**config.mk**
```make
export PLATFORM = sky130hd
export DESIGN_NAME = io_ports
export DESIGN_NICKNAME = d
export VERILOG_FILES = /design/src/verilog/zx_bus_pkg.sv /design/src/verilog/zx_mem_pkg.sv /design/src/verilog/io_ports.sv
export SDC_FILE = /design/constraint.sdc
export NUM_CORES = 1
export LEC_CHECK = 0
export BUFFER_PORTS_ARGS = -buffer_cell sky130_fd_sc_hd__buf_2
export CORE_MARGIN = 5
export CORE_UTILIZATION = 36
export DETAILED_ROUTE_END_ITERATION = 6
export MAX_ROUTING_LAYER = met4
export PLACE_DENSITY = 0.74
export SETUP_SLACK_MARGIN = 0.3
export SLEW_MARGIN = 15
export SYNTH_ARGS = -nofsm -noshare
export SYNTH_HDL_FRONTEND = slang
export SYNTH_SLANG_ARGS = --single-unit
```
**constraint.sdc**
```tcl
create_clock -name clk_sys -period 1.9 [get_ports clk_sys]
set_clock_uncertainty 0.1 [all_clocks]
set_input_delay 0.19 -clock clk_sys [delete_from_list [all_inputs] [get_ports clk_sys]]
set_output_delay 0.19 -clock clk_sys [all_outputs]
set_load 0.01 [all_outputs]
```
**src/verilog/zx_bus_pkg.sv**
```systemverilog
// Bus-side definitions
// Memory grant and machine mode enums, I/O decode and border port bits

package zx_bus_pkg;

	// Owner of the shared memory in one cycle
	typedef enum logic [1:0] {
		grant_none   = 2'd0,
		grant_loader = 2'd1,
		grant_tape   = 2'd2,
		grant_cpu    = 2'd3
	} mem_grant_t;

	// Machine type latched at reset
	typedef enum logic {
		machine_128 = 1'b0,
		machine_48  = 1'b1
	} machine_t;

	// Port 7FFD decodes on A15 and A1 low
	localparam int PORT7FFD_A15_BIT = 15;
	localparam int PORT7FFD_A1_BIT  = 1;

	// Border port answers on every even address
	localparam int ULA_A0_BIT     = 0;
	localparam int ULA_BORDER_MSB = 2;
	localparam int ULA_MIC_BIT    = 3;
	localparam int ULA_EAR_BIT    = 4;

endpackage

```
**src/verilog/zx_mem_pkg.sv**
```systemverilog
// Memory map of the shared byte memory
// Address widths, fixed pages, region bases and paging register fields

package zx_mem_pkg;

	// Physical layout of the 256K byte memory
	//   00000-1FFFF  RAM pages 0 to 7
	//   20000-27FFF  ROM 0 and ROM 1
	//   30000-3FFFF  tape buffer

	// Width of a physical byte address
	localparam int RAM_ADDR_W = 18;

	// Offset bits inside one 16K page
	localparam int PAGE_OFS_W = 14;

	// Pages wired to 4000 and 8000
	localparam int PAGE_SCREEN_LO = 5;
	localparam int PAGE_MID       = 2;

	// Start of the two ROM pages
	localparam int ROM_BASE = 32'h0002_0000;

	// Start of the tape region
	localparam int TAPE_BASE = 32'h0003_0000;

	// Port 7FFD fields
	localparam int PG_RAM_LSB  = 0;
	localparam int PG_RAM_MSB  = 2;
	localparam int PG_ROM_BIT  = 4;

	// Once set, paging stays frozen until reset
	localparam int PG_LOCK_BIT = 5;

endpackage

```
**src/verilog/io_ports.sv**
```systemverilog
// I/O write decode for the 128K paging register and the border port
// Holds the lock bit and the machine mode latched at reset

module io_ports (
	input  logic                 clk_sys,
	input  logic                 reset,
	input  logic                 machine_sel,
	input  logic [15:0]          cpu_addr,
	input  logic [7:0]           cpu_wdata,
	input  logic                 iorq,
	input  logic                 wr,
	output logic [2:0]           page_ram,
	output logic                 rom_sel,
	output zx_bus_pkg::machine_t machine,
	output logic [2:0]           border_color,
	output logic                 ear_out,
	output logic                 mic_out
);
	import zx_mem_pkg::*;
	import zx_bus_pkg::*;

	logic io_wr;
	logic io_wr_q;
	logic io_wr_rise;
	logic page_write;
	logic ula_write;
	logic rom_bit;
	logic lock_bit;

	// Act once per I/O write, on its first cycle
	assign io_wr      = iorq & wr;
	assign io_wr_rise = io_wr & ~io_wr_q;

	assign page_write = ~cpu_addr[PORT7FFD_A15_BIT] & ~cpu_addr[PORT7FFD_A1_BIT] &
		(machine == machine_128) & ~lock_bit;
	assign ula_write  = ~cpu_addr[ULA_A0_BIT];

	// 48K machines only ever see ROM 1
	assign rom_sel = rom_bit | (machine == machine_48);

	always_ff @(posedge clk_sys) begin
		if (reset) begin
			io_wr_q <= 1'b0;
		end else begin
			io_wr_q <= io_wr;
		end
	end

	// ==================================================
	// Paging register
	always_ff @(posedge clk_sys) begin
		if (reset) begin
			machine  <= machine_t'(machine_sel);
			page_ram <= '0;
			rom_bit  <= 1'b0;
			lock_bit <= 1'b0;
		end else if (io_wr_rise && page_write) begin
			page_ram <= cpu_wdata[PG_RAM_MSB:PG_RAM_LSB];
			rom_bit  <= cpu_wdata[PG_ROM_BIT];
			lock_bit <= cpu_wdata[PG_LOCK_BIT];
		end
	end

	// ==================================================
	// Border, mic and ear
	always_ff @(posedge clk_sys) begin
		if (reset) begin
			border_color <= '0;
			ear_out      <= 1'b0;
			mic_out      <= 1'b0;
		end else if (io_wr_rise && ula_write) begin
			border_color <= cpu_wdata[ULA_BORDER_MSB:0];
			mic_out      <= cpu_wdata[ULA_MIC_BIT];
			ear_out      <= cpu_wdata[ULA_EAR_BIT];
		end
	end

endmodule

```
==> insert_results.sql, run 1 <==
INSERT INTO impl_metrics (metric_group, metric, value, unit) VALUES
('grt', 'via_count_of_the_first_global_routing_pass', '422', ''),
('grt', 'grt_pass1_wl', '1690', 'um'),
('floorplan', 'design.die.area', '2210', 'sq um'),
('clocking', 'clock_tree.buffer_depth', '2', ''),
('power', 'power_switching', '0.115', 'mW'),
('placement', 'io_buffers', '23', ''),
('clocking', 'clock_tree.htree_level_count', '1', ''),
('floorplan', 'die_width', '47.1', 'um'),
('final_layout', 'multi_input_comb_area', '231', 'sq um'),
('drt', 'drt.antenna.violating_nets', '0', ''),
('sta', 'tns', '0', 'ns'),
('power', 'total_power', '0.524', 'mW'),
('sta', 'final-hold-violation-count', '0', ''),
('grt', 'grt_remaining_overflow', '0', ''),
('drt', 'overall_via_count_from_detail_route', '410', ''),
('final_layout', 'finalNetCount', '103', ''),
('power', 'power.leakage', '0.313', 'nW'),
('critical_path', 'setup.worst_path.start', 'machine$_DFFE_PP_', ''),
('critical_path', 'crit_required', '1.97', 'ns'),
('sta', 'final_critical_path_setup_slack', '0.433', 'ns'),
('synthesis', 'yosysSeqAreaShare', '0.506', ''),
('sta', 'timing.hold.ws', '0.0523', 'ns'),
('sta', 'setup_viol_count_final', '0', ''),
('clocking', 'tritoncts_clock_tree', 'built', ''),
('final_layout', 'final-seq-area', '250', 'sq um'),
('sta', 'min_period_over_period', '0.772', ''),
('clocking', 'clock-root-buffer', 'sky130_fd_sc_hd__clkbuf_4', ''),
('placement', 'gp_congestion', '0.682', ''),
('final_layout', 'final.fill_count', '140', ''),
('final_layout', 'syn_to_final_growth', '36.2', '%'),
('critical_path', 'cp-end-kind', 'flop', ''),
('final_layout', 'mostFrequentLayoutCells', 'sky130_fd_sc_hd__buf_2 (23), sky130_fd_sc_hd__dfxtp_1 (11), sky130_fd_sc_hd__mux2i_1 (9), sky130_fd_sc_hd__nand2b_1 (9), sky130_fd_sc_hd__nor2_1 (6)', ''),
('floorplan', 'die_h', '47.1', 'um'),
('drt', 'detail_route.iter0.violations', '3', ''),
('critical_path', 'startpoint_type', 'flop', ''),
('floorplan', 'placement_rows', '13', ''),
('floorplan', 'boundaryPins', '39', ''),
('sta', 'layout_min_cycle_time', '1.47', 'ns'),
('placement', 'post-dp-hpwl', '787', 'um'),
('clocking', 'clk_transition_reported_paths', '0.08', 'ns'),
('synthesis', 'mapped_nets', '75', ''),
('drt', 'finalWirelength', '1010', 'um'),
('placement', 'placement.setup.worst_slack', '0.432', 'ns'),
('run', 'drv.max_cap_violation_count', '0', ''),
('worst_hold_path', 'worstHoldStart', 'cpu_wdata[3]', ''),
('clocking', 'clock_insertion_delay_worst_skew', '0.27', 'ns'),
('clocking', 'numClockSinks', '12', ''),
('critical_path', 'timing.rr.start', 'machine$_DFFE_PP_', ''),
('sta', 'unrepaired_setup_endpoints_after_global_routing', 'no', ''),
('drt', 'via_per_inst', '4.66', ''),
('synthesis', 'synth_cells', '46', ''),
('drt', 'drt_pass1_iterations', '4', ''),
('floorplan', 'initial_core_utilization', '0.380', ''),
('final_layout', 'insertedDiodeCount', '0', ''),
('synthesis', 'yosys_register_bits', '12', ''),
('synthesis', 'synthesis_warning_total', '0', ''),
('critical_path', 'timing_worst_setup_path_type', 'reg2reg', ''),
('power', 'pwr-share-clk', '0.386', ''),
('power', 'power.share.combinational', '0.105', ''),
('sta', 'fmax', '682', 'MHz'),
('sta', 'tightest_slew', '0.274', 'ns'),
('grt', 'grt_start_max_net_pins', '18', ''),
('synthesis', 'yosys.cell_types.count', '15', ''),
('power', 'power.density_cell_area', '779', 'nW/um^2'),
('critical_path', 'crit_path_max_fanout', '3', ''),
('sta', 'finalMaxSlewViolations', '0', ''),
('floorplan', 'design.core.area', '1300', 'sq um'),
('final_layout', 'layout_commonest_cell', 'sky130_fd_sc_hd__buf_2', ''),
('clocking', 'numCtsBuffers', '3', ''),
('final_layout', 'post_route_cells_drive_above_1_share', '0.438', ''),
('status', 'run_status', 'finished clean', '');
[power groups by stage]
stage,combinational [mW],sequential (mW),clock (mW)
final,0.0551,0.267,0.203
after global routing,0.0613,0.268,0.221
after CTS,0.0546,0.267,0.208
after detailed placement,0.0541,0.273,0
after global placement,0.0531,0.272,0
after floorplan,0.0244,0.275,0
[sequential cells by signal, summed over array words and instances, names as in the netlist]
name,cells
mic_out,1
io_wr_q,1
lock_bit,1
machine,1
page_ram,3
rom_bit,1
border_color,3
ear_out,1
[cell type report]
type,instances,area share
clock buffer,4,0.0539
multi-input combinational,31,0.344
tap,15,0.0279
sequential,12,0.372
inverter,1,0.00558
timing repair buffer,25,0.197
[final timing paths]
kind,cells past startpoint,to,slack (ns)
setup / recovery,3,page_ram[0]$_SDFFE_PP0P_,0.43
hold / removal,3,mic_out$_SDFFE_PP0P_,0.05
setup reg to reg,3,page_ram[0]$_SDFFE_PP0P_,0.43
hold reg to reg,2,rom_bit$_SDFFE_PP0P_,0.37
[Yosys cell counts]
cell type,number,area share
sky130_fd_sc_hd__nand2_1,1,0.0076
sky130_fd_sc_hd__nand2b_1,9,0.11
sky130_fd_sc_hd__inv_1,1,0.0076
sky130_fd_sc_hd__nor3b_2,1,0.025
sky130_fd_sc_hd__edfxtp_1,1,0.061
sky130_fd_sc_hd__nor2_1,6,0.046
sky130_fd_sc_hd__nor4_2,1,0.025
sky130_fd_sc_hd__nor4bb_1,1,0.020
sky130_fd_sc_hd__or3b_4,1,0.023
sky130_fd_sc_hd__or2_2,1,0.013
sky130_fd_sc_hd__mux2i_1,9,0.18
sky130_fd_sc_hd__o22ai_1,1,0.013
sky130_fd_sc_hd__dfxtp_1,11,0.45
sky130_fd_sc_hd__buf_2,1,0.010
sky130_fd_sc_hd__clkbuf_1,1,0.0076
[repair_timing]
| item | 4_1_cts | 5_1_grt |
|---|---|---|
| resized for setup | 0 | 0 |
| hold endpoints to repair | 0 | 1 |
| hold buffers | 0 | 1 |
[critical path, stage by stage, from the launching register on]
cell and delay (ns):
sky130_fd_sc_hd__edfxtp_1 0.42, sky130_fd_sc_hd__nor4_2 0.28, sky130_fd_sc_hd__or3b_4 0.43, sky130_fd_sc_hd__mux2i_1 0.13
[cell families after synthesis]
logic type,count (synthesis),share of synthesized area
AOI/OAI and AO/OA,1,0.0127
buffers and inverters,3,0.0253
DFF,12,0.506
and+or+nand+nor,21,0.273
muxes,9,0.182
[routing by layer]
layer  wire length, um  share of wire  track usage  vias to the layer above
met2               506           0.50        0.182                       13
li1                  -              -            -                      208
met3                65          0.064       0.0345                        2
met1               426           0.42        0.129                      187
met4                10         0.0099       0.0497                        0
met5                 0              0            -                        -
[per-stage QoR]
step	area, sq um	std cells
3_3_place_gp	627	83
5_1_grt	673	88
2_1_floorplan	494	46
4_1_cts	663	87
6_report	673	88
3_5_place_dp	627	83
Power figures use the tool's default switching activity.
==> run 2, diff against run 1 <==
clock period = 1.5 ns   (was 1.9 ns; I/O delays follow)
==> insert_results.sql, run 2 (synthesis results as in run 1) <==
INSERT INTO impl_metrics (metric_group, metric, value, unit) VALUES
('sta', 'layout_min_cycle_time', '1.39', 'ns'),
('critical_path', 'startpoint_type', 'flop', ''),
('drt', 'via_per_inst', '4.70', ''),
('power', 'max-vdd-ir-drop', '477', 'uV'),
('placement', 'io_buffers', '23', ''),
('status', 'run_status', 'finished clean', ''),
('clocking', 'clock_tree.htree_level_count', '1', ''),
('sta', 'final-hold-violation-count', '0', ''),
('worst_hold_path', 'class_of_the_most_critical_hold_timing_path', 'in2reg', ''),
('sta', 'fmax', '718', 'MHz'),
('placement', 'placement.setup.worst_slack', '0.105', 'ns'),
('power', 'power.leakage', '0.321', 'nW'),
('sta', 'tightest_slew', '0.243', 'ns'),
('grt', 'grt_start_max_net_pins', '18', ''),
('clocking', 'tritoncts_clock_tree', 'built', ''),
('floorplan', 'boundaryPins', '39', ''),
('sta', 'timing.max_slew.rel_slack', '0.838', ''),
('final_layout', 'finalNetCount', '104', ''),
('sta', 'min_period_over_period', '0.928', ''),
('drt', 'finalWirelength', '1010', 'um'),
('floorplan', 'design.die.area', '2210', 'sq um'),
('clocking', 'numCtsBuffers', '3', ''),
('sta', 'finalMaxSlewViolations', '0', ''),
('final_layout', 'insertedDiodeCount', '0', ''),
('critical_path', 'crit_path_max_fanout', '3', ''),
('critical_path', 'timing_worst_setup_path_type', 'reg2reg', ''),
('drt', 'detail_route.iter0.violations', '1', ''),
('clocking', 'clock-root-buffer', 'sky130_fd_sc_hd__clkbuf_4', ''),
('final_layout', 'mostFrequentLayoutCells', 'sky130_fd_sc_hd__buf_2 (23), sky130_fd_sc_hd__dfxtp_1 (10), sky130_fd_sc_hd__mux2i_1 (9), sky130_fd_sc_hd__nand2b_1 (9), sky130_fd_sc_hd__nor2_1 (6)', ''),
('power', 'power.density_cell_area', '944', 'nW/um^2'),
('sta', 'final_critical_path_setup_slack', '0.108', 'ns'),
('clocking', 'clock_tree.buffer_depth', '2', ''),
('critical_path', 'r2r_cells', '3', ''),
('sta', 'unrepaired_setup_endpoints_after_global_routing', 'yes', ''),
('floorplan', 'die_h', '47.1', 'um'),
('run', 'drv.max_cap_violation_count', '0', ''),
('floorplan', 'die_width', '47.1', 'um'),
('sta', 'tns', '0', 'ns'),
('drt', 'drt.antenna.violating_nets', '0', ''),
('worst_hold_path', 'holdPathStages', '3', ''),
('clocking', 'clk_transition_reported_paths', '0.08', 'ns'),
('clocking', 'clock_insertion_delay_worst_skew', '0.27', 'ns'),
('final_layout', 'post_route_cells_drive_above_1_share', '0.473', ''),
('grt', 'via_count_of_the_first_global_routing_pass', '444', ''),
('final_layout', 'largest_registers', 'border_color x3, page_ram x3', ''),
('grt', 'grt_remaining_overflow', '0', ''),
('floorplan', 'placement_rows', '13', ''),
('placement', 'gp_congestion', '0.638', ''),
('drt', 'post-route-drc-count', '0', ''),
('critical_path', 'crit_required', '1.56', 'ns'),
('floorplan', 'design.core.area', '1300', 'sq um'),
('drt', 'drt_pass1_iterations', '2', ''),
('grt', 'track_usage', '0.111', ''),
('clocking', 'numClockSinks', '12', ''),
('floorplan', 'initial_core_utilization', '0.380', ''),
('final_layout', 'layout_commonest_cell', 'sky130_fd_sc_hd__buf_2', ''),
('grt', 'grt_pass1_wl', '1650', 'um'),
('final_layout', 'syn_to_final_growth', '42.3', '%'),
('critical_path', 'cp-end-kind', 'flop', ''),
('sta', 'setup_viol_count_final', '0', ''),
('drt', 'overall_via_count_from_detail_route', '418', ''),
('critical_path', 'timing.critical_path.arrival', '1.45', 'ns'),
('grt', 'grt_antenna_before_repair', '0', ''),
('drt', 'post_drt_wl_per_cell', '11.3', 'um');
==> run 2: path summary, 6_finish.rpt <==
path / start / end / slack (ns)
min reg2reg: page_ram[2]$_SDFFE_PP0P_ / page_ram[2]$_SDFFE_PP0P_ / 0.37
min: cpu_wdata[3] / mic_out$_SDFFE_PP0P_ / 0.02
max: machine$_DFFE_PP_ / page_ram[1]$_SDFFE_PP0P_ / 0.11
max reg2reg: machine$_DFFE_PP_ / page_ram[1]$_SDFFE_PP0P_ / 0.11
==> run 2: per-layer routing <==
metal,up-vias,share of wire,routed length (um),track usage
li1,214,-,-,-
met3,2,0.075,76,0.0230
met5,-,0,0,-
met1,185,0.43,437,0.114
met4,0,0.011,11,0.0663
met2,17,0.48,481,0.192
==> run 2: power breakdown <==
part / switching [mW] / internal [mW] / leakage [nW]
Sequential: 0.00574 / 0.332 / 0.0993
Clock: 0.102 / 0.147 / 0.0210
Combinational: 0.0346 / 0.0422 / 0.201
Total: 0.142 / 0.522 / 0.321
==> run 2: per-stage QoR <==
step	utilization	instances	instance area [sq um]	hold WS [ns]	power, mW
CTS	0.518	88	674	0.0226	0.667
global placement	0.482	83	627	0.237	0.411
detailed placement	0.482	83	627	0.238	0.414
floorplan	-	46	494	0.149	0.379
global route	0.540	89	703	0.0383	0.695
finish	0.540	89	703	0.0241	0.664
==> run 2: final cells by class <==
type                    count  area [sq um]
repair buffers             26           140
well taps                  15          18.8
flip-flops and latches     12           251
multi-input cells          31           253
fillers                   125           598
inverters                   1          3.75
clock buffers               4          36.3
==> run 2: critical path, stage by stage, from the launching register on <==
cell and delay, ns:
sky130_fd_sc_hd__edfxtp_1 0.44, sky130_fd_sc_hd__nor4_4 0.18, sky130_fd_sc_hd__or3b_4 0.44, sky130_fd_sc_hd__mux2i_1 0.13
==> run 2: what timing repair did <==
action | 4_1_cts | 5_1_grt
resized for setup | 1 | 3
pin swaps | 2 | 1
hold buffers | 1 | 0
setup endpoints to repair | 11 | 11
buffers inserted | 0 | 1
hold endpoints to repair | 1 | 0
==> run 3, diff against run 2 <==
ABC_AREA = 1   (was not set)
CORE_UTILIZATION = 37   (was 36)
PLACE_DENSITY = 0.75   (was 0.74)
==> insert_results.sql, run 3 <==
INSERT INTO impl_metrics (metric_group, metric, value, unit) VALUES
('power', 'total_power', '0.692', 'mW'),
('clocking', 'clock-root-buffer', 'sky130_fd_sc_hd__clkbuf_4', ''),
('sta', 'tns', '0', 'ns'),
('critical_path', 'crit_path_max_fanout', '2', ''),
('drt', 'drt.antenna.violating_nets', '0', ''),
('critical_path', 'startpoint_type', 'flop', ''),
('status', 'run_status', 'finished clean', ''),
('final_layout', 'post_route_cells_drive_above_1_share', '0.391', ''),
('floorplan', 'design.core.area', '1320', 'sq um'),
('clocking', 'numClockSinks', '12', ''),
('clocking', 'tritoncts_clock_tree', 'built', ''),
('floorplan', 'die_h', '47.4', 'um'),
('synthesis', 'synth_top_cells_by_area', 'sky130_fd_sc_hd__dfxtp_1 (43%), sky130_fd_sc_hd__nor2_4 (8.7%), sky130_fd_sc_hd__nand2_1 (7.3%)', ''),
('final_layout', 'syn_to_final_growth', '36.6', '%'),
('run', 'drv.max_cap_violation_count', '0', ''),
('power', 'pwr-share-clk', '0.373', ''),
('final_layout', 'final-seq-area', '250', 'sq um'),
('final_layout', 'final.fill_count', '137', ''),
('synthesis', 'synth_xor_xnor_area_share', '0', ''),
('sta', 'final_critical_path_setup_slack', '0.240', 'ns'),
('power', 'max-vdd-ir-drop', '503', 'uV'),
('drt', 'post_drt_wl_per_cell', '10.6', 'um'),
('drt', 'via_per_inst', '4.70', ''),
('final_layout', 'largest_registers', 'border_color x3, page_ram x3', ''),
('synthesis', 'number_of_enable_type_register_cells_in_the_synthesized_netlist', '1', ''),
('sta', 'timing.hold.ws', '0.0298', 'ns'),
('sta', 'min_period_over_period', '0.840', ''),
('grt', 'grt_pass1_wl', '1740', 'um'),
('synthesis', 'synth_top_cells_by_count', 'sky130_fd_sc_hd__dfxtp_1 (11), sky130_fd_sc_hd__nand2_1 (10), sky130_fd_sc_hd__nor2_1 (9)', ''),
('worst_hold_path', 'class_of_the_most_critical_hold_timing_path', 'in2reg', ''),
('sta', 'fmax', '794', 'MHz'),
('synthesis', 'yosys.cell_types.count', '13', ''),
('synthesis', 'yosys_register_bits', '12', ''),
('synthesis', 'synth_area_per_cell', '8.07', 'sq um'),
('synthesis', 'async_set_or_reset_register_ratio_after_synthesis', '0', ''),
('placement', 'gp_congestion', '0.665', ''),
('critical_path', 'crit_chain', 'or2_4, buf_6', ''),
('final_layout', 'insertedDiodeCount', '0', ''),
('clocking', 'clock_tree.buffer_depth', '2', ''),
('drt', 'overall_via_count_from_detail_route', '503', ''),
('floorplan', 'boundaryPins', '39', ''),
('final_layout', 'mostFrequentLayoutCells', 'sky130_fd_sc_hd__buf_2 (22), sky130_fd_sc_hd__dfxtp_1 (11), sky130_fd_sc_hd__nand2_1 (10)', ''),
('clocking', 'clk_transition_reported_paths', '0.08', 'ns'),
('sta', 'timing.max_slew.rel_slack', '0.837', ''),
('drt', 'post-route-drc-count', '0', ''),
('power', 'sequentialPowerShare', '0.488', ''),
('synthesis', 'synth.cell_area', '517', 'sq um'),
('power', 'switching_share', '0.240', ''),
('critical_path', 'worst_path_max_delay_cell', 'sky130_fd_sc_hd__edfxtp_1', ''),
('drt', 'drt_pass1_iterations', '4', ''),
('final_layout', 'share_of_the_core_filled_with_cells', '0.536', ''),
('final_layout', 'multi_input_comb_area', '224', 'sq um'),
('power', 'power.density_cell_area', '980', 'nW/um^2'),
('synthesis', 'yosysSeqAreaShare', '0.484', ''),
('synthesis', 'synth_flop_cell', 'sky130_fd_sc_hd__dfxtp_1', ''),
('final_layout', 'layout_commonest_cell', 'sky130_fd_sc_hd__buf_2', ''),
('critical_path', 'setup.worst_path.start', 'machine$_DFFE_PP_', ''),
('critical_path', 'timing.critical_path.arrival', '1.01', 'ns'),
('sta', 'finalMaxSlewViolations', '0', ''),
('floorplan', 'die_width', '47.4', 'um'),
('floorplan', 'design.die.area', '2240', 'sq um'),
('critical_path', 'timing.rr.start', 'machine$_DFFE_PP_', ''),
('synthesis', 'netlist.area_leader.share', '0.426', ''),
('critical_path', 'cp-end-kind', 'output pin', ''),
('synthesis', 'synthesis_warning_total', '0', ''),
('synthesis', 'synth_top_family_by_area', 'simple AND/OR/NAND/NOR gates', ''),
('critical_path', 'cp_num_buf_inv', '1', ''),
('drt', 'detail_route.iter0.violations', '8', ''),
('synthesis', 'post_synth_mux_area_share', '0', ''),
('power', 'power.leakage', '0.337', 'nW'),
('synthesis', 'synth_simple_gate_area_share', '0.370', ''),
('grt', 'grt_start_max_net_pins', '13', ''),
('placement', 'io_buffers', '23', ''),
('grt', 'via_count_of_the_first_global_routing_pass', '439', ''),
('grt', 'grt_remaining_overflow', '0', ''),
('synthesis', 'synth_adder_area_share', '0', ''),
('sta', 'setup_viol_count_final', '0', ''),
('final_layout', 'finalNetCount', '122', ''),
('drt', 'finalWirelength', '1140', 'um'),
('power', 'internal_power', '0.525', 'mW'),
('critical_path', 'critPathTopFamily', 'flip-flops', ''),
('sta', 'tightest_slew', '0.244', 'ns'),
('synthesis', 'netlist.top_cell.by_area', 'sky130_fd_sc_hd__dfxtp_1', ''),
('synthesis', 'yosysMostFrequentCell', 'sky130_fd_sc_hd__dfxtp_1', ''),
('critical_path', 'cp_slowest_stage_delay', '0.39', 'ns'),
('critical_path', 'timing_worst_setup_path_type', 'reg2out', ''),
('power', 'power.share.combinational', '0.139', ''),
('floorplan', 'initial_core_utilization', '0.392', ''),
('synthesis', 'synth_cells', '64', ''),
('power', 'power_switching', '0.166', 'mW'),
('sta', 'unrepaired_setup_endpoints_after_global_routing', 'yes', ''),
('grt', 'track_usage', '0.118', ''),
('critical_path', 'crit_required', '1.25', 'ns'),
('worst_hold_path', 'worstHoldStart', 'wr', ''),
('clocking', 'clock_insertion_delay_worst_skew', '0.27', 'ns'),
('clocking', 'numCtsBuffers', '3', ''),
('clocking', 'clock_tree.htree_level_count', '1', ''),
('grt', 'grt_antenna_before_repair', '0', ''),
('placement', 'placement.setup.worst_slack', '0.371', 'ns'),
('synthesis', 'mapped_nets', '93', ''),
('placement', 'post-dp-hpwl', '832', 'um'),
('sta', 'layout_min_cycle_time', '1.26', 'ns'),
('synthesis', 'synth-compound-area-share', '0.0581', ''),
('sta', 'final-hold-violation-count', '0', ''),
('floorplan', 'placement_rows', '13', '');
==> run 3: power by group through the flow <==
stage / sequential [mW] / combinational, mW / clock [mW]
finish: 0.338 / 0.0962 / 0.258
global route: 0.339 / 0.105 / 0.284
CTS: 0.338 / 0.0926 / 0.269
detailed placement: 0.347 / 0.0804 / 0
global placement: 0.347 / 0.0792 / 0
floorplan: 0.351 / 0.0438 / 0
==> run 3: path summary, 6_finish.rpt <==
check | end | slack [ns] | depth (start not counted)
worst max register to register | rom_bit$_SDFFE_PP0P_ | 0.27 | 6
worst min register to register | ear_out$_SDFFE_PP0P_ | 0.36 | 2
worst min-delay path | io_wr_q$_SDFF_PP0_ | 0.03 | 3
worst max-delay path | rom_sel | 0.24 | 2
==> run 3: final cells by class <==
type                    count  share of cell area
flip-flops and latches     12               0.355
multi-input cells          42               0.317
repair buffers             26               0.207
clock buffers               4              0.0514
inverters                   8              0.0426
well taps                  15              0.0266
==> run 3: kinds of logic (layout without fill, tap and decap cells) <==
group / Yosys count / in the layout
compound gates: 6 / 6
buf+inv: 10 / 38
flops: 12 / 12
simple gates: 36 / 36
==> run 3: what timing repair did <==
item                                    in CTS  in global routing
hold buffers                                 1                  0
pin swaps                                    0                  3
hold endpoints to repair                     1                  0
resized for setup                            2                  0
buffers inserted                             1                  1
endpoints found under the setup margin       1                  6
==> run 3: worst register-to-register path, cell delays in order, from the launching register on <==
cell and delay (ns):
sky130_fd_sc_hd__edfxtp_1 0.39, sky130_fd_sc_hd__buf_4 0.16, sky130_fd_sc_hd__nor2_4 0.15, sky130_fd_sc_hd__buf_4 0.13, sky130_fd_sc_hd__nand4_1 0.10, sky130_fd_sc_hd__nand2_1 0.08, sky130_fd_sc_hd__nor2_1 0.03
==> run 3: stage by stage <==
stage,std cells,instance area [sq um]
finish,107,706
global route,107,706
CTS,106,698
detailed placement,100,636
global placement,100,636
floorplan,64,517
==> run 3: metal layers <==
| metal | part of all wire | track usage | vias to the layer above |
|---|---|---|---|
| met4 | 0.0053 | 0.0829 | 0 |
| met1 | 0.42 | 0.144 | 225 |
| met2 | 0.50 | 0.163 | 16 |
| li1 | - | - | 260 |
| met5 | 0 | - | - |
| met3 | 0.072 | 0.0345 | 2 |
